**src/verilog/replay_pkg.sv**
```systemverilog
/*
 * Packet capture and replay engine, shared definitions
 * Stream widths, memory geometry, stored word layout, per-queue region map
 * and the rule that maps a destination port field to a queue index.
 */
package replay_pkg;

  localparam int DATA_W       = 64;
  localparam int STRB_W       = 8;
  localparam int TUSER_W      = 32;
  localparam int DST_PORT_POS = 24;
  localparam int DST_PORT_W   = 8;
  localparam int NUM_QUEUES   = 4;
  localparam int QID_W        = 2;
  localparam int ADDR_W       = 8;

  // Output buffer of the reader
  localparam int OBUF_DEPTH   = 4;
  localparam int OBUF_PTR_W   = 2;

  typedef logic [DATA_W-1:0]  data_t;
  typedef logic [STRB_W-1:0]  strb_t;
  typedef logic [TUSER_W-1:0] tuser_t;
  typedef logic [QID_W-1:0]   qid_t;
  typedef logic [ADDR_W-1:0]  mem_addr_t;

  // One stored word
  typedef struct packed {
    data_t data;
    strb_t strb;
    logic  last;
  } mem_word_t;

  typedef struct packed {
    mem_word_t word;
    qid_t      qid;
  } cap_word_t;

  // Inclusive bounds
  typedef struct packed {
    mem_addr_t high;
    mem_addr_t low;
  } region_cfg_t;

  typedef region_cfg_t [NUM_QUEUES-1:0] region_map_t;
  typedef mem_addr_t [NUM_QUEUES-1:0]   ptr_map_t;

  // Lowest set bit among port bits 0, 2, 4, 6 picks the queue, none gives 0
  function automatic qid_t port_to_qid(input tuser_t tuser);
    logic [DST_PORT_W-1:0] port;
    qid_t                  qid;
    port = tuser[DST_PORT_POS +: DST_PORT_W];
    qid  = '0;
    for (int i = NUM_QUEUES - 1; i >= 0; i--) begin
      if (port[2*i]) begin
        qid = qid_t'(i);
      end
    end
    return qid;
  endfunction

  // Queue index back to its one-hot destination port in tuser
  function automatic tuser_t qid_to_tuser(input qid_t qid);
    return tuser_t'(1) << (DST_PORT_POS + 2 * int'(qid));
  endfunction

endpackage

```
**src/verilog/replay_reader.sv**
```systemverilog
/*
 * Replay reader
 * On a start pulse reads one queue's committed words from the memory and
 * sends them out as an AXI stream. A small output buffer plus the read in
 * flight is sized so that a read is only issued when its word has room.
 */
module replay_reader (
  input  logic                    axi_aclk,
  input  logic                    arst_n,
  input  logic                    sw_rst,
  input  logic                    replay_start,
  input  replay_pkg::qid_t        replay_qid,
  output logic                    replay_busy,
  input  replay_pkg::region_map_t regions,
  input  replay_pkg::ptr_map_t    commit_end,
  output logic                    rd_en,
  output replay_pkg::mem_addr_t   rd_addr,
  input  replay_pkg::mem_word_t   rd_word,
  output replay_pkg::data_t       m_axis_tdata,
  output replay_pkg::strb_t       m_axis_tstrb,
  output replay_pkg::tuser_t      m_axis_tuser,
  output logic                    m_axis_tvalid,
  input  logic                    m_axis_tready,
  output logic                    m_axis_tlast
);

  typedef enum logic [1:0] {
    ST_IDLE,
    ST_READ,
    ST_DRAIN
  } replay_state_t;

  replay_state_t         state;
  replay_pkg::qid_t      qid_q;
  replay_pkg::mem_addr_t rd_ptr;
  replay_pkg::mem_addr_t end_ptr;

  // Read issued last cycle, its word lands in the buffer now
  logic inflight;

  replay_pkg::mem_word_t                obuf [replay_pkg::OBUF_DEPTH];
  logic [replay_pkg::OBUF_PTR_W-1:0]    obuf_wr;
  logic [replay_pkg::OBUF_PTR_W-1:0]    obuf_rd;
  logic [replay_pkg::OBUF_PTR_W:0]      obuf_cnt;
  logic [replay_pkg::OBUF_PTR_W:0]      reserved;

  logic more;
  logic space;
  logic pop;

  assign more     = rd_ptr != end_ptr;
  assign reserved = obuf_cnt + {{replay_pkg::OBUF_PTR_W{1'b0}}, inflight};
  assign space    = reserved < replay_pkg::OBUF_DEPTH;

  assign rd_en   = (state == ST_READ) && more && space;
  assign rd_addr = rd_ptr;

  assign replay_busy = state != ST_IDLE;

  assign m_axis_tvalid = obuf_cnt != '0;
  assign pop           = m_axis_tvalid & m_axis_tready;
  assign m_axis_tdata  = obuf[obuf_rd].data;
  assign m_axis_tstrb  = obuf[obuf_rd].strb;
  assign m_axis_tlast  = obuf[obuf_rd].last;
  assign m_axis_tuser  = replay_pkg::qid_to_tuser(qid_q);

  always_ff @(posedge axi_aclk) begin
    if (inflight) begin
      obuf[obuf_wr] <= rd_word;
    end
  end

  always_ff @(posedge axi_aclk or negedge arst_n) begin
    if (!arst_n) begin
      state    <= ST_IDLE;
      qid_q    <= '0;
      rd_ptr   <= '0;
      end_ptr  <= '0;
      inflight <= 1'b0;
      obuf_wr  <= '0;
      obuf_rd  <= '0;
      obuf_cnt <= '0;
    end else if (sw_rst) begin
      // Abandon the replay and flush buffered beats
      state    <= ST_IDLE;
      inflight <= 1'b0;
      obuf_wr  <= '0;
      obuf_rd  <= '0;
      obuf_cnt <= '0;
    end else begin
      inflight <= rd_en;
      if (inflight) begin
        obuf_wr <= obuf_wr + 1'b1;
      end
      if (pop) begin
        obuf_rd <= obuf_rd + 1'b1;
      end
      obuf_cnt <= obuf_cnt + {{replay_pkg::OBUF_PTR_W{1'b0}}, inflight}
                           - {{replay_pkg::OBUF_PTR_W{1'b0}}, pop};
      if (rd_en) begin
        rd_ptr <= rd_ptr + 1'b1;
      end

      case (state)
        ST_IDLE: begin
          if (replay_start) begin
            qid_q   <= replay_qid;
            rd_ptr  <= regions[replay_qid].low;
            end_ptr <= commit_end[replay_qid];
            state   <= ST_READ;
          end
        end
        ST_READ: begin
          if (!more) begin
            state <= ST_DRAIN;
          end
        end
        ST_DRAIN: begin
          // Done once nothing is pending and the last beat has left
          if (!inflight && obuf_cnt == '0) begin
            state <= ST_IDLE;
          end
        end
        default: state <= ST_IDLE;
      endcase
    end
  end

endmodule

```
**config.mk**
```make
export PLATFORM = sky130hd
export DESIGN_NAME = replay_reader
export DESIGN_NICKNAME = d
export VERILOG_FILES = /design/src/verilog/replay_pkg.sv /design/src/verilog/replay_reader.sv
export SDC_FILE = /design/constraint.sdc
export NUM_CORES = 1
export LEC_CHECK = 0
export BUFFER_PORTS_ARGS = -buffer_cell sky130_fd_sc_hd__buf_2
export CORE_MARGIN = 5
export CORE_UTILIZATION = 58
export CTS_BUF_LIST = sky130_fd_sc_hd__clkbuf_4 sky130_fd_sc_hd__clkbuf_8 sky130_fd_sc_hd__clkbuf_16
export DETAILED_ROUTE_END_ITERATION = 10
export PLACE_DENSITY = 0.89
export SETUP_SLACK_MARGIN = 0.15
export SYNTH_ARGS = -nofsm -noshare
export SYNTH_HDL_FRONTEND = slang
export SYNTH_SLANG_ARGS = --single-unit
```
**constraint.sdc**
```tcl
create_clock -name axi_aclk -period 8.3 [get_ports axi_aclk]
set_input_delay 1.66 -clock axi_aclk [delete_from_list [all_inputs] [get_ports axi_aclk]]
set_output_delay 1.66 -clock axi_aclk [all_outputs]
set_load 0.1 [all_outputs]
```
==> impl_metrics.tcl <==
set metrics [dict create \
    yosysTopAreaCellShare_pct 69.3 \
    layout_common_cells "292 x edfxtp_1, 231 x buf_2, 89 x mux4_2" \
    overflow 0 \
    grt_pass1_wl_um 39200 \
    groute.usage.overall_pct 20.8 \
    io_buffer_count 231 \
    cts_buffers 34 \
    clkTransAtPathRegs_ns 0.06 \
    vias_per_cell 5.68 \
    skew_ns 0.0291 \
    setup.worst_path.start_class "register" \
    crit_chain "buf_4 -> mux4_2 -> buf_2" \
    crit_cells 3 \
    io_pins 292 \
    whs_ns 0.498 \
    cts_setup_buffers 0 \
    multi_input_area_sq_um 2940 \
    critPathLaunch "obuf_rd[0]$_DFFE_PN0P_" \
    path_max_fanout 39 \
    finalHoldViolations 0 \
    tightest_slew_ns 1.10 \
    maxSlewViolCount 0 \
    cap_violations 0 \
    cpMaxStageDelayCell "dfrtp_4" \
    globalplace.congestion 0.803 \
    arrival_ns 3.16 \
    critPathMaxStageDelay_ns 0.91 \
    r2r_cells 7 \
    wl_um 25900 \
    relSlewSlack_pct 26.7 \
    max_freq_mhz 207 \
    wire_per_inst_um 22.4 \
    setup.worst_path.end_class "output pin" \
    regArea_sq_um 9480 \
    cp.required_ns 6.64 \
    grt_setup_unrepaired "false" \
    dieArea_sq_um 24900 \
    n_fill_cell 1330 \
    hold_buffers 0 \
    yosysSeqAreaShare_pct 74.8 \
    synthFlopType "edfxtp_1" \
    die_h_um 158 \
    dr.pass1.iters 5 \
    drive_gt1_share_pct 45.2 \
    power.leakage_nw 5.39 \
    layout_commonest_cell "edfxtp_1" \
    rr_endpoint "rd_addr[7]$_DFFE_PN0N_" \
    yosysWarningCount 0 \
    grt_max_degree 75 \
    setup_viol_count_final 0 \
    p_per_area_nw_per_um2 352 \
    cts_resized 0 \
    avgSynthCellArea_sq_um 21.0 \
    synth-edff-count 292 \
    drc 0 \
    grt_pass1_vias 7078 \
    cts_tree "built" \
    yosysTopAreaCell "edfxtp_1" \
    insertion_delay_ns 0.51 \
    syn_area_sq_um 12700 \
    critPathBufInv 2 \
    ys_top_cells_by_area "edfxtp_1 69%, mux4_2 16%, dfrtp_1 5.5%, buf_4 1.8%, nand2_1 1.1%" \
    vias 6560 \
    die_x_um 158 \
    finalCritPeriodShare_pct 58.1 \
    setup_tns_ns 0 \
    path_delay_family "buffers and inverters" \
    area_growth_pct 18.9 \
    drtAntennaViolNets 0 \
    start_util_pct 58.4 \
    dr.first_iter.drc_count 360 \
    cts.sinks 320 \
    clock_path_buffers 3 \
    status "complete, no violations" \
    r2r-start "inflight$_DFF_PN0_" \
    hold_class "reg -> reg" \
    ir_worst_vdd_v 0.000257 \
    core_sq_um 21700 \
    synthDistinctLibCells 38 \
    rows 54 \
    place_hpwl_um 16500 \
    synthCells 603 \
    nNetsFinal 1033 \
    endpoint "m_axis_tstrb[0]" \
    rrSetupSlack_ns 6.08 \
    htree_levels 2 \
    cts_root_buffer "clkbuf_16" \
    post-route-min-period_ns 4.82 \
    path_class "reg -> out" \
    antenna_found_initial 2 \
    synth_seq_cells 320 \
    async_reset_ff_share_pct 8.75 \
]
-- registers in the layout, indices dropped and copies added (netlist names) --
register	flops
qid_q	2
obuf_wr	2
inflight	1
obuf	292
end_ptr	8
rd_addr	8
state	2
obuf_cnt	3
obuf_rd	2
-- final cells by class --
| cell class | count | share of cell area, % |
|---|---|---|
| well taps | 280 | 2.33 |
| clock inverters | 14 | 0.549 |
| clock buffers | 46 | 6.41 |
| flip-flops and latches | 320 | 63.0 |
| repair buffers | 236 | 7.93 |
| diodes | 3 | 0.0499 |
| inverters | 7 | 0.175 |
| multi-input cells | 249 | 19.6 |
-- worst min path at each step --
stage / startpoint / to / slack [ns] / cells past startpoint
global placement: end_ptr[6]$_DFFE_PN0P_ / end_ptr[6]$_DFFE_PN0P_ / 0.49 / 2
floorplan: end_ptr[0]$_DFFE_PN0P_ / end_ptr[0]$_DFFE_PN0P_ / 0.47 / 2
global route: end_ptr[1]$_DFFE_PN0P_ / end_ptr[1]$_DFFE_PN0P_ / 0.51 / 2
detailed placement: end_ptr[1]$_DFFE_PN0P_ / end_ptr[1]$_DFFE_PN0P_ / 0.49 / 2
finish: end_ptr[1]$_DFFE_PN0P_ / end_ptr[1]$_DFFE_PN0P_ / 0.50 / 2
CTS: end_ptr[1]$_DFFE_PN0P_ / end_ptr[1]$_DFFE_PN0P_ / 0.50 / 2
-- cell usage after synthesis (2+ instances only) --
library cell  number
nor2_1            18
nand4_1            3
nor2b_1            3
o21ai_0            2
nand3_1            3
and2_1             7
xnor2_1           11
inv_1              7
buf_2             11
buf_4             30
xor2_1             2
and4_4             2
ha_1               9
clkbuf_1          10
edfxtp_1         292
o211ai_1           2
a22oi_1            2
buf_1              3
o22ai_1            4
a311oi_1           4
nand2_1           37
a21oi_1            3
mux4_2            89
dfrtp_1           28
nor3_1             8
-- kinds of logic (layout without fill, tap and decap cells) --
family | after synthesis | after routing | synth area share, %
mux | 90 | 90 | 15.9
simple gates | 86 | 86 | 3.20
buf+inv | 61 | 303 | 2.81
flops | 320 | 320 | 74.8
compound gates | 23 | 23 | 1.44
other cells | 1 | 31 | 0.0296
xor+xnor | 13 | 13 | 0.900
fa+ha+maj | 9 | 9 | 0.890
-- power by group --
group	internal (mW)	switching (mW)	total, mW
Combinational	0.429	1.51	1.94
Clock	0.820	0.576	1.40
Sequential	1.84	0.124	1.96
-- tightest hold or removal path: stages (launching register included) --
cell     delay [ns]
dfrtp_1        0.35
nand2_1        0.05
nand2_1        0.06
-- metrics by stage --
step           instance area, sq um  util (%)  power [mW]  instances  setup WS (ns)
6_report                      15000      69.4        5.29       1155           3.48
5_1_grt                       15000      69.3        5.49       1153           3.24
4_1_cts                       15000      69.3        5.34       1152           3.40
3_5_place_dp                  14000      64.5        3.95       1092           3.93
3_3_place_gp                  14000      64.5        3.92       1092           3.95
2_1_floorplan                 12800         -        3.64        630           4.56
-- per-layer routing --
metal | global-route usage, % | routed length, um | up-vias
met5 | 0 | 7 | -
met4 | 5.37 | 520 | 2
met3 | 5.66 | 2350 | 41
met2 | 35.8 | 13300 | 293
met1 | 26.7 | 9660 | 3330
li1 | - | - | 2894
(Power assumes the default switching activity.)
