**src/verilog/replay_pkg.sv**
```systemverilog
/*
 * Packet capture and replay engine, shared definitions
 * Stream widths, memory geometry, stored word layout, per-queue region map
 * and the rule that maps a destination port field to a queue index.
 */
package replay_pkg;

  localparam int DATA_W       = 64;
  localparam int STRB_W       = 8;
  localparam int TUSER_W      = 32;
  localparam int DST_PORT_POS = 24;
  localparam int DST_PORT_W   = 8;
  localparam int NUM_QUEUES   = 4;
  localparam int QID_W        = 2;
  localparam int ADDR_W       = 8;

  // Output buffer of the reader
  localparam int OBUF_DEPTH   = 4;
  localparam int OBUF_PTR_W   = 2;

  typedef logic [DATA_W-1:0]  data_t;
  typedef logic [STRB_W-1:0]  strb_t;
  typedef logic [TUSER_W-1:0] tuser_t;
  typedef logic [QID_W-1:0]   qid_t;
  typedef logic [ADDR_W-1:0]  mem_addr_t;

  // One stored word
  typedef struct packed {
    data_t data;
    strb_t strb;
    logic  last;
  } mem_word_t;

  typedef struct packed {
    mem_word_t word;
    qid_t      qid;
  } cap_word_t;

  // Inclusive bounds
  typedef struct packed {
    mem_addr_t high;
    mem_addr_t low;
  } region_cfg_t;

  typedef region_cfg_t [NUM_QUEUES-1:0] region_map_t;
  typedef mem_addr_t [NUM_QUEUES-1:0]   ptr_map_t;

  // Lowest set bit among port bits 0, 2, 4, 6 picks the queue, none gives 0
  function automatic qid_t port_to_qid(input tuser_t tuser);
    logic [DST_PORT_W-1:0] port;
    qid_t                  qid;
    port = tuser[DST_PORT_POS +: DST_PORT_W];
    qid  = '0;
    for (int i = NUM_QUEUES - 1; i >= 0; i--) begin
      if (port[2*i]) begin
        qid = qid_t'(i);
      end
    end
    return qid;
  endfunction

  // Queue index back to its one-hot destination port in tuser
  function automatic tuser_t qid_to_tuser(input qid_t qid);
    return tuser_t'(1) << (DST_PORT_POS + 2 * int'(qid));
  endfunction

endpackage

```
**src/verilog/region_writer.sv**
```systemverilog
/*
 * Region writer
 * Keeps a write pointer, a commit pointer and a drop flag per queue and
 * writes captured words into the queue's region of the word memory.
 * A packet that runs past its region's high bound is dropped whole and
 * the write pointer falls back to the last committed packet end.
 */
module region_writer (
  input  logic                    axi_aclk,
  input  logic                    arst_n,
  input  logic                    sw_rst,
  input  replay_pkg::region_map_t regions,
  input  replay_pkg::cap_word_t   cap_word,
  input  logic                    cap_valid,
  output logic                    wr_en,
  output replay_pkg::mem_addr_t   wr_addr,
  output replay_pkg::mem_word_t   wr_word,
  output replay_pkg::ptr_map_t    commit_end
);

  // Pointers are kept as offsets from each region's low bound
  replay_pkg::ptr_map_t                   wr_off;
  replay_pkg::ptr_map_t                   commit_off;
  logic [replay_pkg::NUM_QUEUES-1:0]      drop;

  replay_pkg::qid_t       q;
  replay_pkg::mem_addr_t  cur_off;
  replay_pkg::mem_addr_t  next_off;
  replay_pkg::mem_addr_t  span;
  logic                   fits;
  logic                   is_last;

  assign q        = cap_word.qid;
  assign is_last  = cap_word.word.last;
  assign cur_off  = wr_off[q];
  assign next_off = cur_off + 1'b1;

  // Last valid offset inside the region
  assign span = regions[q].high - regions[q].low;
  assign fits = ~drop[q] && (cur_off <= span);

  assign wr_en   = cap_valid && fits;
  assign wr_addr = regions[q].low + cur_off;
  assign wr_word = cap_word.word;

  // Next free address after the last complete packet
  always_comb begin
    for (int i = 0; i < replay_pkg::NUM_QUEUES; i++) begin
      commit_end[i] = regions[i].low + commit_off[i];
    end
  end

  always_ff @(posedge axi_aclk or negedge arst_n) begin
    if (!arst_n) begin
      wr_off     <= '0;
      commit_off <= '0;
      drop       <= '0;
    end else if (sw_rst) begin
      wr_off     <= '0;
      commit_off <= '0;
      drop       <= '0;
    end else if (cap_valid) begin
      if (fits) begin
        wr_off[q] <= next_off;
        if (is_last) begin
          commit_off[q] <= next_off;
        end
      end else if (is_last) begin
        // End of an overflowing packet, rewind to the committed end
        wr_off[q] <= commit_off[q];
        drop[q]   <= 1'b0;
      end else begin
        drop[q] <= 1'b1;
      end
    end
  end

endmodule

```
**config.mk**
```make
export PLATFORM = sky130hd
export DESIGN_NAME = region_writer
export DESIGN_NICKNAME = d
export VERILOG_FILES = /design/src/verilog/replay_pkg.sv /design/src/verilog/region_writer.sv
export SDC_FILE = /design/constraint.sdc
export NUM_CORES = 1
export LEC_CHECK = 0
export ABC_CLOCK_PERIOD_IN_PS = 12230
export BUFFER_PORTS_ARGS = -buffer_cell sky130_fd_sc_hd__buf_2
export CAP_MARGIN = 5
export CELL_PAD_IN_SITES_DETAIL_PLACEMENT = 1
export CELL_PAD_IN_SITES_GLOBAL_PLACEMENT = 2
export CORE_MARGIN = 3
export CORE_UTILIZATION = 31
export CTS_CLUSTER_DIAMETER = 60
export DETAILED_ROUTE_END_ITERATION = 8
export PLACE_DENSITY = 0.95
export SYNTH_ARGS = -nofsm -noshare
export SYNTH_HDL_FRONTEND = slang
export SYNTH_SLANG_ARGS = --single-unit
```
**constraint.sdc**
```tcl
create_clock -name axi_aclk -period 12.23 [get_ports axi_aclk]
set_clock_uncertainty 0.15 [all_clocks]
set_input_delay 1.8345 -clock axi_aclk [delete_from_list [all_inputs] [get_ports axi_aclk]]
set_output_delay 1.8345 -clock axi_aclk [all_outputs]
set_load 0.02 [all_outputs]
```
==> impl_metrics.prom <==
# TYPE chip_impl_metric gauge
chip_impl_info{name="r2r_end",value="wr_off[5]$_DFFE_PN0P_"} 1
chip_impl_metric{name="largest_buffer_count_on_any_clock_path",unit=""} 2
chip_impl_info{name="synth.cells.most_frequent",value="buf_4 (73), dfrtp_1 (68), nor2_1 (52)"} 1
chip_impl_metric{name="synth.cell_area",unit="µm²"} 6360
chip_impl_metric{name="final.setup.worst_slack",unit="ns"} 4.11
chip_impl_metric{name="worstPathRequired",unit="ns"} 10.25
chip_impl_info{name="worst-setup-path-type",value="input port to output port"} 1
chip_impl_metric{name="period_share",unit="%"} 66.4
chip_impl_metric{name="drv_slew",unit=""} 0
chip_impl_metric{name="port-buffer-count",unit=""} 112
chip_impl_metric{name="start_util",unit="%"} 32.1
chip_impl_info{name="worstHoldStart",value="wr_off[12]$_DFFE_PN0P_"} 1
chip_impl_metric{name="synth_enable_flop_cells",unit=""} 0
chip_impl_metric{name="max_freq",unit="GHz"} 0.123
chip_impl_info{name="setup_repair_after_global_routing_missed_its_margin",value="false"} 1
chip_impl_metric{name="power.clock.fraction",unit="%"} 37.3
chip_impl_metric{name="avgRoutedWirePerCell",unit="µm"} 21.5
chip_impl_metric{name="setup_tns",unit="ns"} 0
chip_impl_metric{name="timing.max_slew.rel_slack",unit="%"} 24.3
chip_impl_metric{name="htreeDepth",unit=""} 3
chip_impl_metric{name="post_route_cells_drive_above_1_share",unit="%"} 26.6
chip_impl_metric{name="final_nets",unit=""} 869
chip_impl_metric{name="maximum_number_of_pins_on_one_net_before_global_route_repair",unit=""} 69
chip_impl_metric{name="placedInstanceArea",unit="µm²"} 6580
chip_impl_info{name="result_of_the_run",value="completed"} 1
chip_impl_info{name="hp_class",value="flip-flop to flip-flop"} 1
chip_impl_metric{name="ir_worst_vdd",unit="V"} 0.0000687
chip_impl_metric{name="ff2ff_path_depth",unit=""} 8
chip_impl_metric{name="post-route-cell-area",unit="µm²"} 6870
chip_impl_metric{name="drt-vias-per-instance",unit=""} 5.48
chip_impl_info{name="synthDominantAreaCellType",value="dfrtp_1"} 1
chip_impl_metric{name="ctsResizeCount",unit=""} 0
chip_impl_metric{name="yosysUniqueCellTypes",unit=""} 57
chip_impl_info{name="synth_top_flop_cell",value="dfrtp_1"} 1
chip_impl_metric{name="synth.yosys.seq_area_share",unit="%"} 26.8
chip_impl_metric{name="drc",unit=""} 0
chip_impl_metric{name="timing.critical_path.arrival",unit="ns"} 6.14
chip_impl_metric{name="synthCells",unit=""} 635
chip_impl_metric{name="netSwitchingPower",unit="W"} 0.000224
chip_impl_metric{name="setup_viol_count_final",unit=""} 0
chip_impl_metric{name="globalRouteTotalUtil",unit="%"} 18.1
chip_impl_info{name="critical_path.startpoint_type",value="input port"} 1
chip_impl_metric{name="dr_total_vias",unit=""} 5138
chip_impl_metric{name="vias_in_the_first_global_route",unit=""} 5586
chip_impl_metric{name="hold_path_depth",unit=""} 1
chip_impl_metric{name="worst_slew_pin_slew",unit="ns"} 1.14
chip_impl_metric{name="synth.net_count",unit=""} 835
chip_impl_metric{name="dp.cells",unit=""} 923
chip_impl_metric{name="hold_violations",unit=""} 0
chip_impl_metric{name="reg2reg_slack",unit="ns"} 8.28
chip_impl_metric{name="timing.max_cap.violations",unit=""} 0
chip_impl_metric{name="syn-mean-instance-area",unit="µm²"} 10.0
chip_impl_metric{name="antenna_cells",unit=""} 0
chip_impl_metric{name="std_cell_rows",unit=""} 51
chip_impl_metric{name="clk_pin_slew_worst_paths",unit="ns"} 0.06
chip_impl_metric{name="place_congestion",unit=""} 0.867
chip_impl_metric{name="drt.antenna.violating_nets",unit=""} 0
chip_impl_metric{name="cts_setup_buffers",unit=""} 0
chip_impl_metric{name="comb_power_share",unit="%"} 28.7
chip_impl_metric{name="instances_no_fill",unit=""} 938
chip_impl_metric{name="first_iter_violations",unit=""} 324
chip_impl_metric{name="clkSinkCount",unit=""} 68
chip_impl_metric{name="dieHeight",unit="µm"} 149
chip_impl_metric{name="die-width",unit="µm"} 149
chip_impl_info{name="cts_tree",value="built"} 1
chip_impl_info{name="timing.rr.start",value="wr_off[21]$_DFFE_PN0P_"} 1
chip_impl_metric{name="p_leak",unit="nW"} 3.19
chip_impl_metric{name="internal_power",unit="W"} 0.000473
chip_impl_metric{name="cts_buffers",unit=""} 9
chip_impl_info{name="ctsRootBufferMaster",value="clkbuf_16"} 1
chip_impl_metric{name="critical_path_peak_fanout",unit=""} 33
chip_impl_metric{name="io_pins",unit=""} 257
chip_impl_metric{name="pre_cts_slack",unit="ns"} 4.15
chip_impl_metric{name="synthDominantCellAreaShare",unit="%"} 26.8
chip_impl_metric{name="grt_first_pass_wirelength",unit="mm"} 31.2
chip_impl_metric{name="post-dp-hpwl",unit="mm"} 15.4
chip_impl_metric{name="grt_remaining_overflow",unit=""} 0
chip_impl_metric{name="areaGrowthSynthToFinish",unit="%"} 8.05
chip_impl_metric{name="async_reset_ff_share",unit="%"} 100
chip_impl_info{name="ys_top_cells_by_area",value="dfrtp_1 (27%), ha_1 (10%), buf_4 (8.6%), mux4_2 (8.5%), xnor2_1 (4.5%)"} 1
chip_impl_metric{name="totalWireLength",unit="mm"} 20.1
chip_impl_metric{name="finalCriticalPeriod",unit="ns"} 8.12
chip_impl_metric{name="worst_skew_pair.late_latency",unit="ns"} 0.33
chip_impl_info{name="worst_hold_path.endpoint",value="wr_off[12]$_DFFE_PN0P_"} 1
chip_impl_metric{name="share_seq_of_total_power",unit="%"} 34.0
chip_impl_metric{name="design.die.area",unit="µm²"} 22300
chip_impl_metric{name="power_density",unit="nW/µm²"} 102
chip_impl_info{name="critical_path.endpoint_type",value="output port"} 1
chip_impl_metric{name="synth-seq-cells",unit=""} 68
chip_impl_metric{name="netSwitchingFraction",unit="%"} 32.1
chip_impl_metric{name="antenna_found_initial",unit=""} 0
chip_impl_metric{name="ys_warn_count",unit=""} 0
chip_impl_metric{name="core_region_area",unit="µm²"} 19800
chip_impl_info{name="dominant_cell_by_count_in_the_synthesized_netlist",value="buf_4"} 1
chip_impl_metric{name="hold_buffers",unit=""} 0
chip_impl_metric{name="dr.pass1.iters",unit=""} 5
[sequential cells by signal (all words and copies together) (netlist names)]
signal      flops
wr_off         32
drop            4
commit_off     32
[power by group through the flow]
stage                     Clock (W)  Sequential (W)  Combinational (W)
after floorplan                   0        0.000239           0.000170
after global placement            0        0.000241           0.000196
after detailed placement          0        0.000241           0.000200
after CTS                  0.000262        0.000237           0.000202
after global routing       0.000271        0.000238           0.000222
final                      0.000260        0.000237           0.000200
[critical path, cell delays in order]
cell	delay, ns
buf_2	0.49
buf_4	0.45
mux4_2	0.62
inv_1	0.08
ha_1	0.25
or3_1	0.35
o21ai_0	0.10
a21oi_1	0.08
xnor2_1	0.15
ha_1	0.29
nand4_1	0.14
a211oi_1	0.33
nor3_1	0.17
o21ai_2	0.14
buf_4	0.37
nor2_1	0.07
buf_2	0.17
[final cells by class]
cell class	count	area (µm²)
clock inverter	5	52.6
multi-input combinational	435	3800
clock buffer	10	239
tap	265	332
timing repair buffer	117	598
inverter	38	143
fill	2312	12900
sequential	68	1700
[cell usage in the layout (no fill, tap or decap), types with 4 or more instances in the layout]
cell	netlist	routed
nand2_1	15	15
buf_2	2	112
nor2_1	52	52
or2_2	5	5
a21o_1	12	12
nand2b_1	29	29
a21oi_1	23	23
mux2_2	6	6
a31oi_1	4	4
xor2_1	14	14
nand3_1	4	4
nor3_1	10	10
mux2i_1	26	26
a32o_1	17	17
a211oi_1	11	11
nor2b_1	13	13
xnor2_1	33	33
ha_1	51	51
a22o_1	7	7
o21a_1	7	7
o211ai_1	4	4
a311oi_1	5	5
clkbuf_16	0	9
dfrtp_1	68	68
o41ai_1	7	7
mux4_2	24	24
buf_4	73	5
o21ai_0	15	14
fa_1	6	6
inv_1	38	38
[how the worst max path moves through the flow]
stage / start / endpoint / slack (ns) / cells after the start
global route: cap_word[0] / wr_en / 3.68 / 18
finish: cap_word[0] / wr_en / 4.11 / 17
floorplan: cap_word[0] / wr_en / 4.20 / 19
global placement: cap_word[0] / wr_en / 4.26 / 17
detailed placement: cap_word[0] / wr_en / 4.15 / 17
CTS: cap_word[0] / wr_en / 4.11 / 17
[routing by layer]
layer	global-route usage (%)	up-vias	share of wire, %	wire length [µm]
met5	0	-	0	0
met4	5.77	0	2.6	520
met3	4.80	42	7.7	1550
met2	31.3	207	49	9790
met1	21.9	2597	41	8280
li1	-	2292	-	-
[cell families after synthesis]
| logic type | share of synthesized area (%) |
|---|---|
| and+or+nand+nor | 11.5 |
| AOI/OAI and AO/OA | 16.0 |
| DFF | 26.8 |
| xor gates and xnor gates | 6.47 |
| adders and majority gates | 11.9 |
| buffers and inverters | 13.5 |
| muxes | 13.9 |
[stage by stage]
step | hold slack (ns) | utilization, % | power [W]
2_1_floorplan | 0.301 | - | 0.000409
3_3_place_gp | 0.320 | 33.3 | 0.000436
3_5_place_dp | 0.328 | 33.3 | 0.000441
4_1_cts | 0.340 | 34.7 | 0.000701
5_1_grt | 0.357 | 34.7 | 0.000731
6_report | 0.342 | 34.7 | 0.000698
Power figures use the tool's default switching activity.
