File: src/verilog/replay_pkg.sv
/*
 * Packet capture and replay engine, shared definitions
 * Stream widths, memory geometry, stored word layout, per-queue region map
 * and the rule that maps a destination port field to a queue index.
 */
package replay_pkg;

  localparam int DATA_W       = 64;
  localparam int STRB_W       = 8;
  localparam int TUSER_W      = 32;
  localparam int DST_PORT_POS = 24;
  localparam int DST_PORT_W   = 8;
  localparam int NUM_QUEUES   = 4;
  localparam int QID_W        = 2;
  localparam int ADDR_W       = 8;

  // Output buffer of the reader
  localparam int OBUF_DEPTH   = 4;
  localparam int OBUF_PTR_W   = 2;

  typedef logic [DATA_W-1:0]  data_t;
  typedef logic [STRB_W-1:0]  strb_t;
  typedef logic [TUSER_W-1:0] tuser_t;
  typedef logic [QID_W-1:0]   qid_t;
  typedef logic [ADDR_W-1:0]  mem_addr_t;

  // One stored word
  typedef struct packed {
    data_t data;
    strb_t strb;
    logic  last;
  } mem_word_t;

  typedef struct packed {
    mem_word_t word;
    qid_t      qid;
  } cap_word_t;

  // Inclusive bounds
  typedef struct packed {
    mem_addr_t high;
    mem_addr_t low;
  } region_cfg_t;

  typedef region_cfg_t [NUM_QUEUES-1:0] region_map_t;
  typedef mem_addr_t [NUM_QUEUES-1:0]   ptr_map_t;

  // Lowest set bit among port bits 0, 2, 4, 6 picks the queue, none gives 0
  function automatic qid_t port_to_qid(input tuser_t tuser);
    logic [DST_PORT_W-1:0] port;
    qid_t                  qid;
    port = tuser[DST_PORT_POS +: DST_PORT_W];
    qid  = '0;
    for (int i = NUM_QUEUES - 1; i >= 0; i--) begin
      if (port[2*i]) begin
        qid = qid_t'(i);
      end
    end
    return qid;
  endfunction

  // Queue index back to its one-hot destination port in tuser
  function automatic tuser_t qid_to_tuser(input qid_t qid);
    return tuser_t'(1) << (DST_PORT_POS + 2 * int'(qid));
  endfunction

endpackage

File: src/verilog/stream_capture.sv
/*
 * Stream capture
 * Accepts AXI-stream words, registers them and tags every word with the
 * queue decoded from the destination port of its packet's first word.
 */
module stream_capture (
  input  logic                  axi_aclk,
  input  logic                  arst_n,
  input  logic                  sw_rst,
  input  replay_pkg::data_t     s_axis_tdata,
  input  replay_pkg::strb_t     s_axis_tstrb,
  input  replay_pkg::tuser_t    s_axis_tuser,
  input  logic                  s_axis_tvalid,
  input  logic                  s_axis_tlast,
  output logic                  s_axis_tready,
  output replay_pkg::cap_word_t cap_word,
  output logic                  cap_valid
);

  logic             ready_q;
  logic             sop;
  logic             accept;
  replay_pkg::qid_t qid_q;
  replay_pkg::qid_t qid_now;

  // Always ready once out of reset
  assign s_axis_tready = ready_q & ~sw_rst;
  assign accept        = s_axis_tvalid & s_axis_tready;

  // First word decodes, the rest of the packet reuses the latched queue
  assign qid_now = sop ? replay_pkg::port_to_qid(s_axis_tuser) : qid_q;

  always_ff @(posedge axi_aclk or negedge arst_n) begin
    if (!arst_n) begin
      ready_q   <= 1'b0;
      sop       <= 1'b1;
      qid_q     <= '0;
      cap_valid <= 1'b0;
    end else begin
      ready_q <= 1'b1;
      if (sw_rst) begin
        sop       <= 1'b1;
        cap_valid <= 1'b0;
      end else begin
        cap_valid <= accept;
        if (accept) begin
          sop   <= s_axis_tlast;
          qid_q <= qid_now;
        end
      end
    end
  end

  always_ff @(posedge axi_aclk) begin
    if (accept) begin
      cap_word.word.data <= s_axis_tdata;
      cap_word.word.strb <= s_axis_tstrb;
      cap_word.word.last <= s_axis_tlast;
      cap_word.qid       <= qid_now;
    end
  end

endmodule

File: config.mk
export PLATFORM = sky130hd
export DESIGN_NAME = stream_capture
export DESIGN_NICKNAME = d
export VERILOG_FILES = /design/src/verilog/replay_pkg.sv /design/src/verilog/stream_capture.sv
export SDC_FILE = /design/constraint.sdc
export NUM_CORES = 1
export LEC_CHECK = 0
export BUFFER_PORTS_ARGS = -buffer_cell sky130_fd_sc_hd__buf_4
export CORE_AREA = 2 2 57 112
export CTS_BUF_LIST = sky130_fd_sc_hd__clkbuf_4
export CTS_CLUSTER_SIZE = 14
export DETAILED_ROUTE_END_ITERATION = 7
export DIE_AREA = 0 0 59 114
export PLACE_DENSITY = 0.84
export SYNTH_ARGS = -nofsm -noshare
export SYNTH_HDL_FRONTEND = slang
export SYNTH_SLANG_ARGS = --single-unit
File: constraint.sdc
create_clock -name axi_aclk -period 4.2 [get_ports axi_aclk]
set_input_delay 0.42 -clock axi_aclk [delete_from_list [all_inputs] [get_ports axi_aclk]]
set_output_delay 0.42 -clock axi_aclk [all_outputs]
set_load 0.01 [all_outputs]
==> results.md, run 1 <==
- Status: finished clean
- Initial antenna violation count: 0
- DR pass1 iterations: 3
- Worst-case vdd ir drop: 0.233 mV
- Postcts setup bufs: 0
- Cts repair resizes: 0
- Worst Setup End Kind: flip-flop
- Unrepaired setup endpoints after global routing: false
- Mapped Avg Cell Area: 26.1 um^2
- Antenna Nets Post-Route: 0
- Max-slew violations: 0
- Highest-count cells in the layout ignoring fill and taps: buf_4, edfxtp_1, clkbuf_4
- Cells after DPL: 316
- Maximum fanout along the worst path: 78
- Min Tclk post-route: 1.96 ns
- Via-to-Cell Ratio: 4.87
- WP data required: 4.50 ns
- Placed instance area: 3760 um^2
- H-tree depth: 3
- Final WL: 5.44 mm
- Final HPWL DP: 4.14 mm
- Final Wtd Congestion: 0.720
- CP Data Arrival Time: 2.25 ns
- Final setup violation count: 0
- # port buffers: 157
- Achievable Freq: 511 MHz
- Post-Syn Instances: 96
- Via count: 1608
- Largest net degree at the start of global routing: 79
- Die Y: 114 um
- CTS Buf Count: 9
- Fin nets: 374
- HP Class: input port to flip-flop
- Skew final: 0.00726 ns
- Final hold vios: 0
- Post-synthesis instance area: 2500 um^2
- Initial DRC Count: 57
- CTS clock-pin slew for the worst setup and hold paths: 0.11 ns
- Area of the core: 5910 um^2
- Seq. cell area: 2380 um^2
- Fin area: 3860 um^2
- Maxcap violations: 0
- CTS root buffer: clkbuf_4
- Cell Chain, Critical Path: and3b_4, nand2_2, mux2_4
- Metal-1 WL: 1.78 mm
- Clk sinks: 80
- Post-synthesis sequential area ratio: 0.950
- Width of the chip: 59 um
- Core Util, Final: 0.654
- Share of cells above drive strength 1: 0.655
- Area occupied by multi-input gates: 125 um^2
- First-pass GRT wire length: 7.94 mm
- DR WL met3: 1.07 mm
- Lkg Pwr: 1.63 nW
- # rows: 40
- Gr usage total: 0.169
- Worst Max-Slew Pin Slew: 1.12 ns
- Cell Count, Final, Fillers Out: 330
- # fillers: 425
- Worst Setup Path Type: flip-flop to flip-flop
- Die ar.: 6730 um^2
- Netlist cell types: 16
- Leading cell type in the layout, fill and taps excluded: buf_4
- WL met2: 2.50 mm
- Pwr dens: 354 nW/um^2
- Mapped Nets: 205
- Setup TNS: 0 ns
- Max_slew headroom: 0.251
- Power Total: 1.37 mW
- Uppermost layer routed: met4
- WL per Instance: 16.5 um
- Clk_lat worst skew: 0.40 ns
- DR DRC count: 0
- Vias in the first global route: 1582
- Remaining Overflow, GRT: 0
- IO Pins: 186
- Synth warn: 0
- Initial core utilization: 0.424
- Crit-path leading delay family: simple AND/OR/NAND/NOR gates
- Ant. Diodes: 0
- Layout area overhead: 54.2%
- Fin crit share: 0.466
- Buf/Inv on CP: 0
- FF+latch count, synth: 80
- TritonCTS clock tree: yes
- Worst path max stage delay: 0.94 ns
- Crit start category: flip-flop
- Max Root-Sink Buffers: 2
- CP max stage cell: and3b_4
metal layers:
| layer | up-vias | track usage |
|---|---|---|
| met3 | 11 | 0.118 |
| li1 | 715 | - |
| met2 | 153 | 0.254 |
| met5 | - | 0 |
| met1 | 729 | 0.175 |
| met4 | 0 | 0.0818 |
final timing paths:
kind | startpoint | endpoint | slack [ns] | cells after the start
max | ready_q$_DFF_PN0_ | qid_q[1]$_DFFE_PN0P_ | 2.24 | 3
min | s_axis_tdata[56] | cap_word[67]$_DFFE_PP_ | 0.18 | 1
max reg2reg | ready_q$_DFF_PN0_ | qid_q[1]$_DFFE_PN0P_ | 2.24 | 3
min reg2reg | qid_q[0]$_DFFE_PN0P_ | qid_q[0]$_DFFE_PN0P_ | 0.52 | 1
max in group asynchronous | arst_n | sop$_DFFE_PN1P_ | 3.66 | 2
min in group asynchronous | arst_n | qid_q[0]$_DFFE_PN0P_ | 0.34 | 2
where the power goes:
group / total [mW] / internal, mW / switching (mW) / leakage, nW
sequential: 0.911 / 0.902 / 0.00887 / 0.751
clock: 0.334 / 0.114 / 0.220 / 0.0531
combinational: 0.123 / 0.0787 / 0.0444 / 0.822
total: 1.37 / 1.10 / 0.273 / 1.63
per-stage QoR:
stage	worst slack, ns	hold WS (ns)
2_1_floorplan	2.07	0.124
3_3_place_gp	2.01	0.225
3_5_place_dp	1.91	0.226
4_1_cts	2.18	0.137
5_1_grt	2.06	0.141
6_report	2.24	0.185
logic make-up (layout without fill, tap and decap cells):
| group | count (synthesis) | count (layout) | synth area share |
|---|---|---|---|
| flip-flops | 80 | 80 | 0.950 |
| AND/OR/NAND/NOR | 8 | 8 | 0.0210 |
| AO/OA/AOI/OAI | 2 | 2 | 0.00549 |
| other | 1 | 1 | 0.00150 |
| buffers and inverters | 1 | 172 | 0.00150 |
| multiplexers | 4 | 4 | 0.0210 |
synth_stat cells (all sizes together):
master | n | area, um^2
edfxtp | 75 | 2250
dfrtp | 4 | 100
mux2 | 4 | 52.6
and3b | 2 | 18.8
nor2b | 2 | 12.5
a211o | 1 | 8.76
a21oi | 1 | 5.00
conb | 1 | 3.75
dfstp | 1 | 26.3
inv | 1 | 3.75
nand2 | 1 | 6.26
nand2b | 1 | 6.26
nor2 | 1 | 3.75
nor3 | 1 | 5.00
repair_timing:
action                                  4_1_cts  5_1_grt
endpoints found under the hold margin         5        0
hold buffers                                  1        0
endpoints found under the setup margin        0        0
area by class of cell:
class	instances	share of cell area
Multi-Input combinational cell	15	0.0324
Inverter	1	0.000972
Clock inverter	3	0.00324
Timing Repair Buffer	158	0.308
Clock buffer	10	0.0194
Tap cell	63	0.0204
Sequential cell	80	0.616
state kept, by name (all words and copies together), names as in the netlist:
signal,flops
cap_word,75
cap_valid,1
ready_q,1
sop,1
qid_q,2
Note: power is estimated with default switching activity, not from simulation.
==> run 2, diff against run 1 <==
--- a/config.mk
+++ b/config.mk
@@ -6,12 +6,12 @@
 export NUM_CORES = 1
 export LEC_CHECK = 0
 export BUFFER_PORTS_ARGS = -buffer_cell sky130_fd_sc_hd__buf_4
-export CORE_AREA = 2 2 57 112
+export CORE_AREA = 2 2 62 122
 export CTS_BUF_LIST = sky130_fd_sc_hd__clkbuf_4
 export CTS_CLUSTER_SIZE = 14
 export DETAILED_ROUTE_END_ITERATION = 7
-export DIE_AREA = 0 0 59 114
-export PLACE_DENSITY = 0.84
+export DIE_AREA = 0 0 64 124
+export PLACE_DENSITY = 0.75
 export SYNTH_ARGS = -nofsm -noshare
 export SYNTH_HDL_FRONTEND = slang
 export SYNTH_SLANG_ARGS = --single-unit
==> constraint.sdc (replaced) <==
create_clock -name axi_aclk -period 1.64 [get_ports axi_aclk]
set_input_delay 0.164 -clock axi_aclk [delete_from_list [all_inputs] [get_ports axi_aclk]]
set_output_delay 0.164 -clock axi_aclk [all_outputs]
set_load 0.01 [all_outputs]
==> run 2 against run 1 <==
  * First-iteration DRC count grew 120%
  * Setup slack lost 2.0 ns
  * Non-clock buffer count grew 77
  * Die area grew 18%
  * Combinational power grew to 3.9 times the previous value
  * Final area grew 22%
  * Sequential power grew to 2.6 times the previous value
  * Worst hold slack lost 0.12 ns
  * Largest power group unchanged
  * Highest routed layer unchanged
==> results.md, run 2 (same netlist as run 1, synthesis figures left out) <==
- Status: finished clean
- R2r endpoint: cap_word[15]$_DFFE_PP_
- Initial core utilization: 0.361
- Unrepaired setup endpoints after global routing: false
- Min Tclk post-route: 1.39 ns
- Pre-CTS setup slack: 0.391 ns
- Final setup margin: 0.250 ns
- Remaining Overflow, GRT: 0
- Crit start category: input port
- Worst-case vdd ir drop: 0.497 mV
- Share of cells above drive strength 1: 0.519
- Final hold vios: 0
- Lkg Pwr: 1.96 nW
- Final HPWL DP: 4.50 mm
- Final Wtd Congestion: 0.726
- Initial antenna violation count: 1
- Leading cell type in the layout, fill and taps excluded: buf_4
- CP Data Arrival Time: 1.51 ns
- Layout area overhead: 87.9%
- Clk_lat worst skew: 0.42 ns
- Fin nets: 451
- Highest-count cells in the layout ignoring fill and taps: buf_4, dlygate4sd3_1, edfxtp_1
- Largest net degree at the start of global routing: 38
- Setup TNS: 0 ns
- CTS clock-pin slew for the worst setup and hold paths: 0.11 ns
- WP data required: 1.76 ns
- Maximum fanout along the worst path: 36
- Worst-case register-to-register setup slack: 0.42 ns
- Via count: 1873
- Width of the chip: 64 um
- TritonCTS clock tree: yes
- Reg2reg start: ready_q$_DFF_PN0_
- # port buffers: 157
- Maxcap violations: 0
- Gr usage total: 0.185
- Initial DRC Count: 125
- Die ar.: 7940 um^2
- Final setup violation count: 0
- HP Class: input port to asynchronous set/reset pin
- Postcts setup bufs: 0
- Worst Setup Path Type: input port to flip-flop
- WL per Instance: 16.7 um
- Antenna Nets Post-Route: 0
- Regs by FF count: cap_word (75), qid_q (2)
- Via-to-Cell Ratio: 4.30
- DR pass1 iterations: 4
- Largest register FFs: 75
- Area of the core: 6940 um^2
- Die Y: 124 um
- # fillers: 457
- Vias in the first global route: 1998
- Achievable Freq: 719 MHz
- Clk sinks: 80
- DR DRC count: 0
- Worst r2r path cells: 2
- Final WL: 7.28 mm
- CTS root buffer: clkbuf_4
- Pwr dens: 794 nW/um^2
- First-pass GRT wire length: 10.3 mm
- Worst Setup End Kind: flip-flop
- IO Pins: 186
- Max-slew violations: 0
- Largest Register: cap_word
- Max Root-Sink Buffers: 2
- H-tree depth: 3
- # rows: 43
- Skew final: 0.0182 ns
- Fin crit share: 0.848
- CTS Buf Count: 9
run 2: cell type report:
cell class / count / area, um^2 / area share
flip-flops and latches: 80 / 2380 / 0.505
repair buffers: 235 / 1980 / 0.421
multi-input cells: 15 / 130 / 0.0277
well taps: 90 / 113 / 0.0239
clock buffers: 10 / 75.1 / 0.0160
clock inverters: 4 / 23.8 / 0.00505
inverters: 1 / 3.75 / 0.000798
diodes: 1 / 2.50 / 0.000532
run 2: per-layer routing:
metal,up-vias,global-route usage,share of wire
met1,896,0.160,0.30
met2,89,0.359,0.60
li1,869,-,-
met3,19,0.0533,0.055
met5,-,0,0
met4,0,0.113,0.035
run 2: power breakdown:
group / internal [mW] / switching [mW] / total, mW
registers: 2.31 / 0.0234 / 2.33
clock network: 0.305 / 0.616 / 0.920
logic: 0.326 / 0.156 / 0.482
run 2: how the worst max path moves through the flow:
stage,start,end,slack (ns)
3_5_place_dp,sw_rst,cap_word[50]$_DFFE_PP_,0.39
4_1_cts,sw_rst,cap_word[50]$_DFFE_PP_,0.30
2_1_floorplan,ready_q$_DFF_PN0_,qid_q[0]$_DFFE_PN0P_,0.002
3_3_place_gp,sw_rst,cap_word[48]$_DFFE_PP_,0.40
5_1_grt,ready_q$_DFF_PN0_,s_axis_tready,0.25
6_report,sw_rst,cap_word[15]$_DFFE_PP_,0.25
run 2: per-stage QoR:
step	cell area, um^2	total power [mW]	util	instances	hold slack (ns)
after floorplan	2510	2.45	-	96	-0.132
after global placement	3840	2.69	0.554	345	-0.0294
after detailed placement	3840	2.70	0.554	345	-0.0293
after CTS	4700	3.75	0.678	435	0.0235
after global routing	4710	3.88	0.678	436	0.0402
final	4710	3.73	0.678	436	0.0670
run 2: what timing repair did:
| action | in CTS | in global routing |
|---|---|---|
| endpoints found under the hold margin | 80 | 0 |
| hold buffers | 76 | 0 |
| resized for setup | 0 | 0 |
run 2: worst max-delay path, cell delays in order:
cell and delay, ns:
dlygate4sd3_1 0.54, buf_4 0.15, and3b_4 0.39, buf_12 0.24
==> run 3, diff against run 2 <==
--- a/config.mk
+++ b/config.mk
@@ -6,12 +6,12 @@
 export NUM_CORES = 1
 export LEC_CHECK = 0
 export BUFFER_PORTS_ARGS = -buffer_cell sky130_fd_sc_hd__buf_4
-export CORE_AREA = 2 2 62 122
+export CORE_AREA = 2 2 59 116
 export CTS_BUF_LIST = sky130_fd_sc_hd__clkbuf_4
 export CTS_CLUSTER_SIZE = 14
 export DETAILED_ROUTE_END_ITERATION = 7
-export DIE_AREA = 0 0 64 124
-export PLACE_DENSITY = 0.75
+export DIE_AREA = 0 0 61 118
+export PLACE_DENSITY = 0.79
 export SYNTH_ARGS = -nofsm -noshare
 export SYNTH_HDL_FRONTEND = slang
 export SYNTH_SLANG_ARGS = --single-unit
==> constraint.sdc (replaced) <==
create_clock -name axi_aclk -period 1.32 [get_ports axi_aclk]
set_input_delay 0.132 -clock axi_aclk [delete_from_list [all_inputs] [get_ports axi_aclk]]
set_output_delay 0.132 -clock axi_aclk [all_outputs]
set_load 0.01 [all_outputs]
==> run 3 against run 2 <==
  * The run now ends with negative setup slack left
  * Via count down 1.2%
  * First-iteration DRC count down 40%
  * Global-route usage up 1.0 points
  * Final cell count down 0.23%
  * Worst hold slack worse by 0.0077 ns
  * Power up 24%
  * Clock-buffer cell count down 1
  * Die area down 9.3%
  * Setup slack worse by 0.26 ns
  * Sequential share of layout area down 0.32 points
  * Non-clock buffer count up 2
  * Register-to-register slack worse by 0.32 ns
==> results.md, run 3 (same netlist as run 1, synthesis figures left out) <==
- Status: complete, but fails checks
- Failing checks: negative setup slack
- Gr usage total: 0.195
- # rows: 41
- Antenna Nets Post-Route: 0
- Max-slew violations: 0
- TritonCTS clock tree: yes
- R2r endpoint: cap_word[9]$_DFFE_PP_
- Leading cell type in the layout, fill and taps excluded: buf_4
- Core Util, Final: 0.751
- Width of the chip: 61 um
- Pre-CTS setup slack: 0.131 ns
- Skew final: 0.0121 ns
- Unrepaired setup endpoints after global routing: false
- Pwr dens: 981 nW/um^2
- Clk_lat worst skew: 0.41 ns
- H-tree depth: 3
- Via-to-Cell Ratio: 4.26
- Final HPWL DP: 4.36 mm
- Clk sinks: 80
- First-pass GRT wire length: 9.76 mm
- Fin area: 4740 um^2
- Maxcap violations: 0
- Via count: 1851
- Final setup margin: -0.00835 ns
- Worst r2r path cells: 2
- Buf/Inv on CP: 3
- CTS clock-pin slew for the worst setup and hold paths: 0.11 ns
- Initial antenna violation count: 0
- Highest-count cells in the layout ignoring fill and taps: buf_4, dlygate4sd3_1, edfxtp_1
- IO Pins: 186
- Worst-case vdd ir drop: 0.723 mV
- Crit-path leading delay family: buffers and inverters
- Postcts setup bufs: 0
- Regs by FF count: cap_word (75), qid_q (2)
- Cts repair resizes: 0
- # port buffers: 157
- Die ar.: 7200 um^2
- Vias in the first global route: 2007
- Worst-case register-to-register setup slack: 0.10 ns
- Final Wtd Congestion: 0.685
- Maximum fanout along the worst path: 28
- Initial DRC Count: 75
- HP Class: input port to asynchronous set/reset pin
- CTS Buf Count: 9
- Ant. Diodes: 0
- DR DRC count: 0
- CTS root buffer: clkbuf_4
- Min Hold Slack: 0.0593 ns
- Largest Register: cap_word
- Cell Chain, Critical Path: dlygate4sd3_1, buf_4, and3b_4, buf_12
- Remaining Overflow, GRT: 0
- Achievable Freq: 753 MHz
- Fin nets: 453
- Final WL: 6.69 mm
- Lkg Pwr: 1.98 nW
- Fin crit share: 1.01
- Worst Setup Path Type: input port to flip-flop
- Initial core utilization: 0.397
- Worst Setup End Kind: flip-flop
- CP max stage cell: dlygate4sd3_1
- Hold buffers post-CTS: 77
- Reg2reg start: ready_q$_DFF_PN0_
- CP Data Arrival Time: 1.44 ns
- Largest register FFs: 75
- Layout area overhead: 89.1%
- Final hold vios: 0
- Max Root-Sink Buffers: 2
- Largest net degree at the start of global routing: 29
- Share of cells above drive strength 1: 0.519
- DR pass1 iterations: 4
- Min Tclk post-route: 1.33 ns
- Power Total: 4.64 mW
- WP data required: 1.43 ns
- Worst path max stage delay: 0.54 ns
- Crit start category: input port
- Placed instance area: 3860 um^2
- Die Y: 118 um
- Area of the core: 6310 um^2
- # fillers: 385
- WL per Instance: 15.4 um
- Final setup violation count: 18
## run 3: changes by cell type in the layout (fill, tap and decap cells not counted)
cell | before | now
clkbuf_4 | 10 | 9
clkinvlp_4 | 2 | 1
clkinv_4 | 0 | 1
clkinv_1 | 1 | 2
dlygate4sd3_1 | 76 | 77
diode_2 | 1 | 0
buf_12 | 2 | 3
clkinv_2 | 1 | 3
## run 3: metal layers
layer  part of all wire  vias to the layer above  global-route usage
li1                   -                      873                   -
met1               0.30                      876               0.176
met2               0.60                       89               0.349
met3              0.074                       13              0.0769
met4              0.027                        0              0.0978
met5                  0                        -                   0
## run 3: area by class of cell
| class | count | area [um^2] | area share |
|---|---|---|---|
| flip-flops and latches | 80 | 2380 | 0.502 |
| repair buffers | 237 | 2010 | 0.424 |
| multi-input cells | 15 | 130 | 0.0275 |
| well taps | 86 | 108 | 0.0227 |
| clock buffers | 9 | 67.6 | 0.0143 |
| clock inverters | 7 | 38.8 | 0.00819 |
| inverters | 1 | 3.75 | 0.000793 |
## run 3: worst max-delay path by stage
stage / from / to / slack, ns / cells after the start
after floorplan: ready_q$_DFF_PN0_ / qid_q[0]$_DFFE_PN0P_ / -0.32 / 3
after global placement: sw_rst / cap_word[27]$_DFFE_PP_ / 0.13 / 3
after detailed placement: ready_q$_DFF_PN0_ / cap_word[64]$_DFFE_PP_ / 0.13 / 2
after CTS: sw_rst / cap_word[9]$_DFFE_PP_ / 0.04 / 4
after global routing: sw_rst / cap_word[39]$_DFFE_PP_ / 0.004 / 4
final: sw_rst / cap_word[9]$_DFFE_PP_ / -0.008 / 4
## run 3: power by group
| group | total (mW) | switching, mW | internal, mW |
|---|---|---|---|
| logic | 0.602 | 0.191 | 0.411 |
| registers | 2.90 | 0.0288 | 2.87 |
| clock network | 1.14 | 0.777 | 0.368 |
## run 3: metrics by stage
stage	setup TNS [ns]	std cells
finish	-0.0803	435
detailed placement	0	342
CTS	0	435
floorplan	-14.13	96
global route	0	435
global placement	0	342
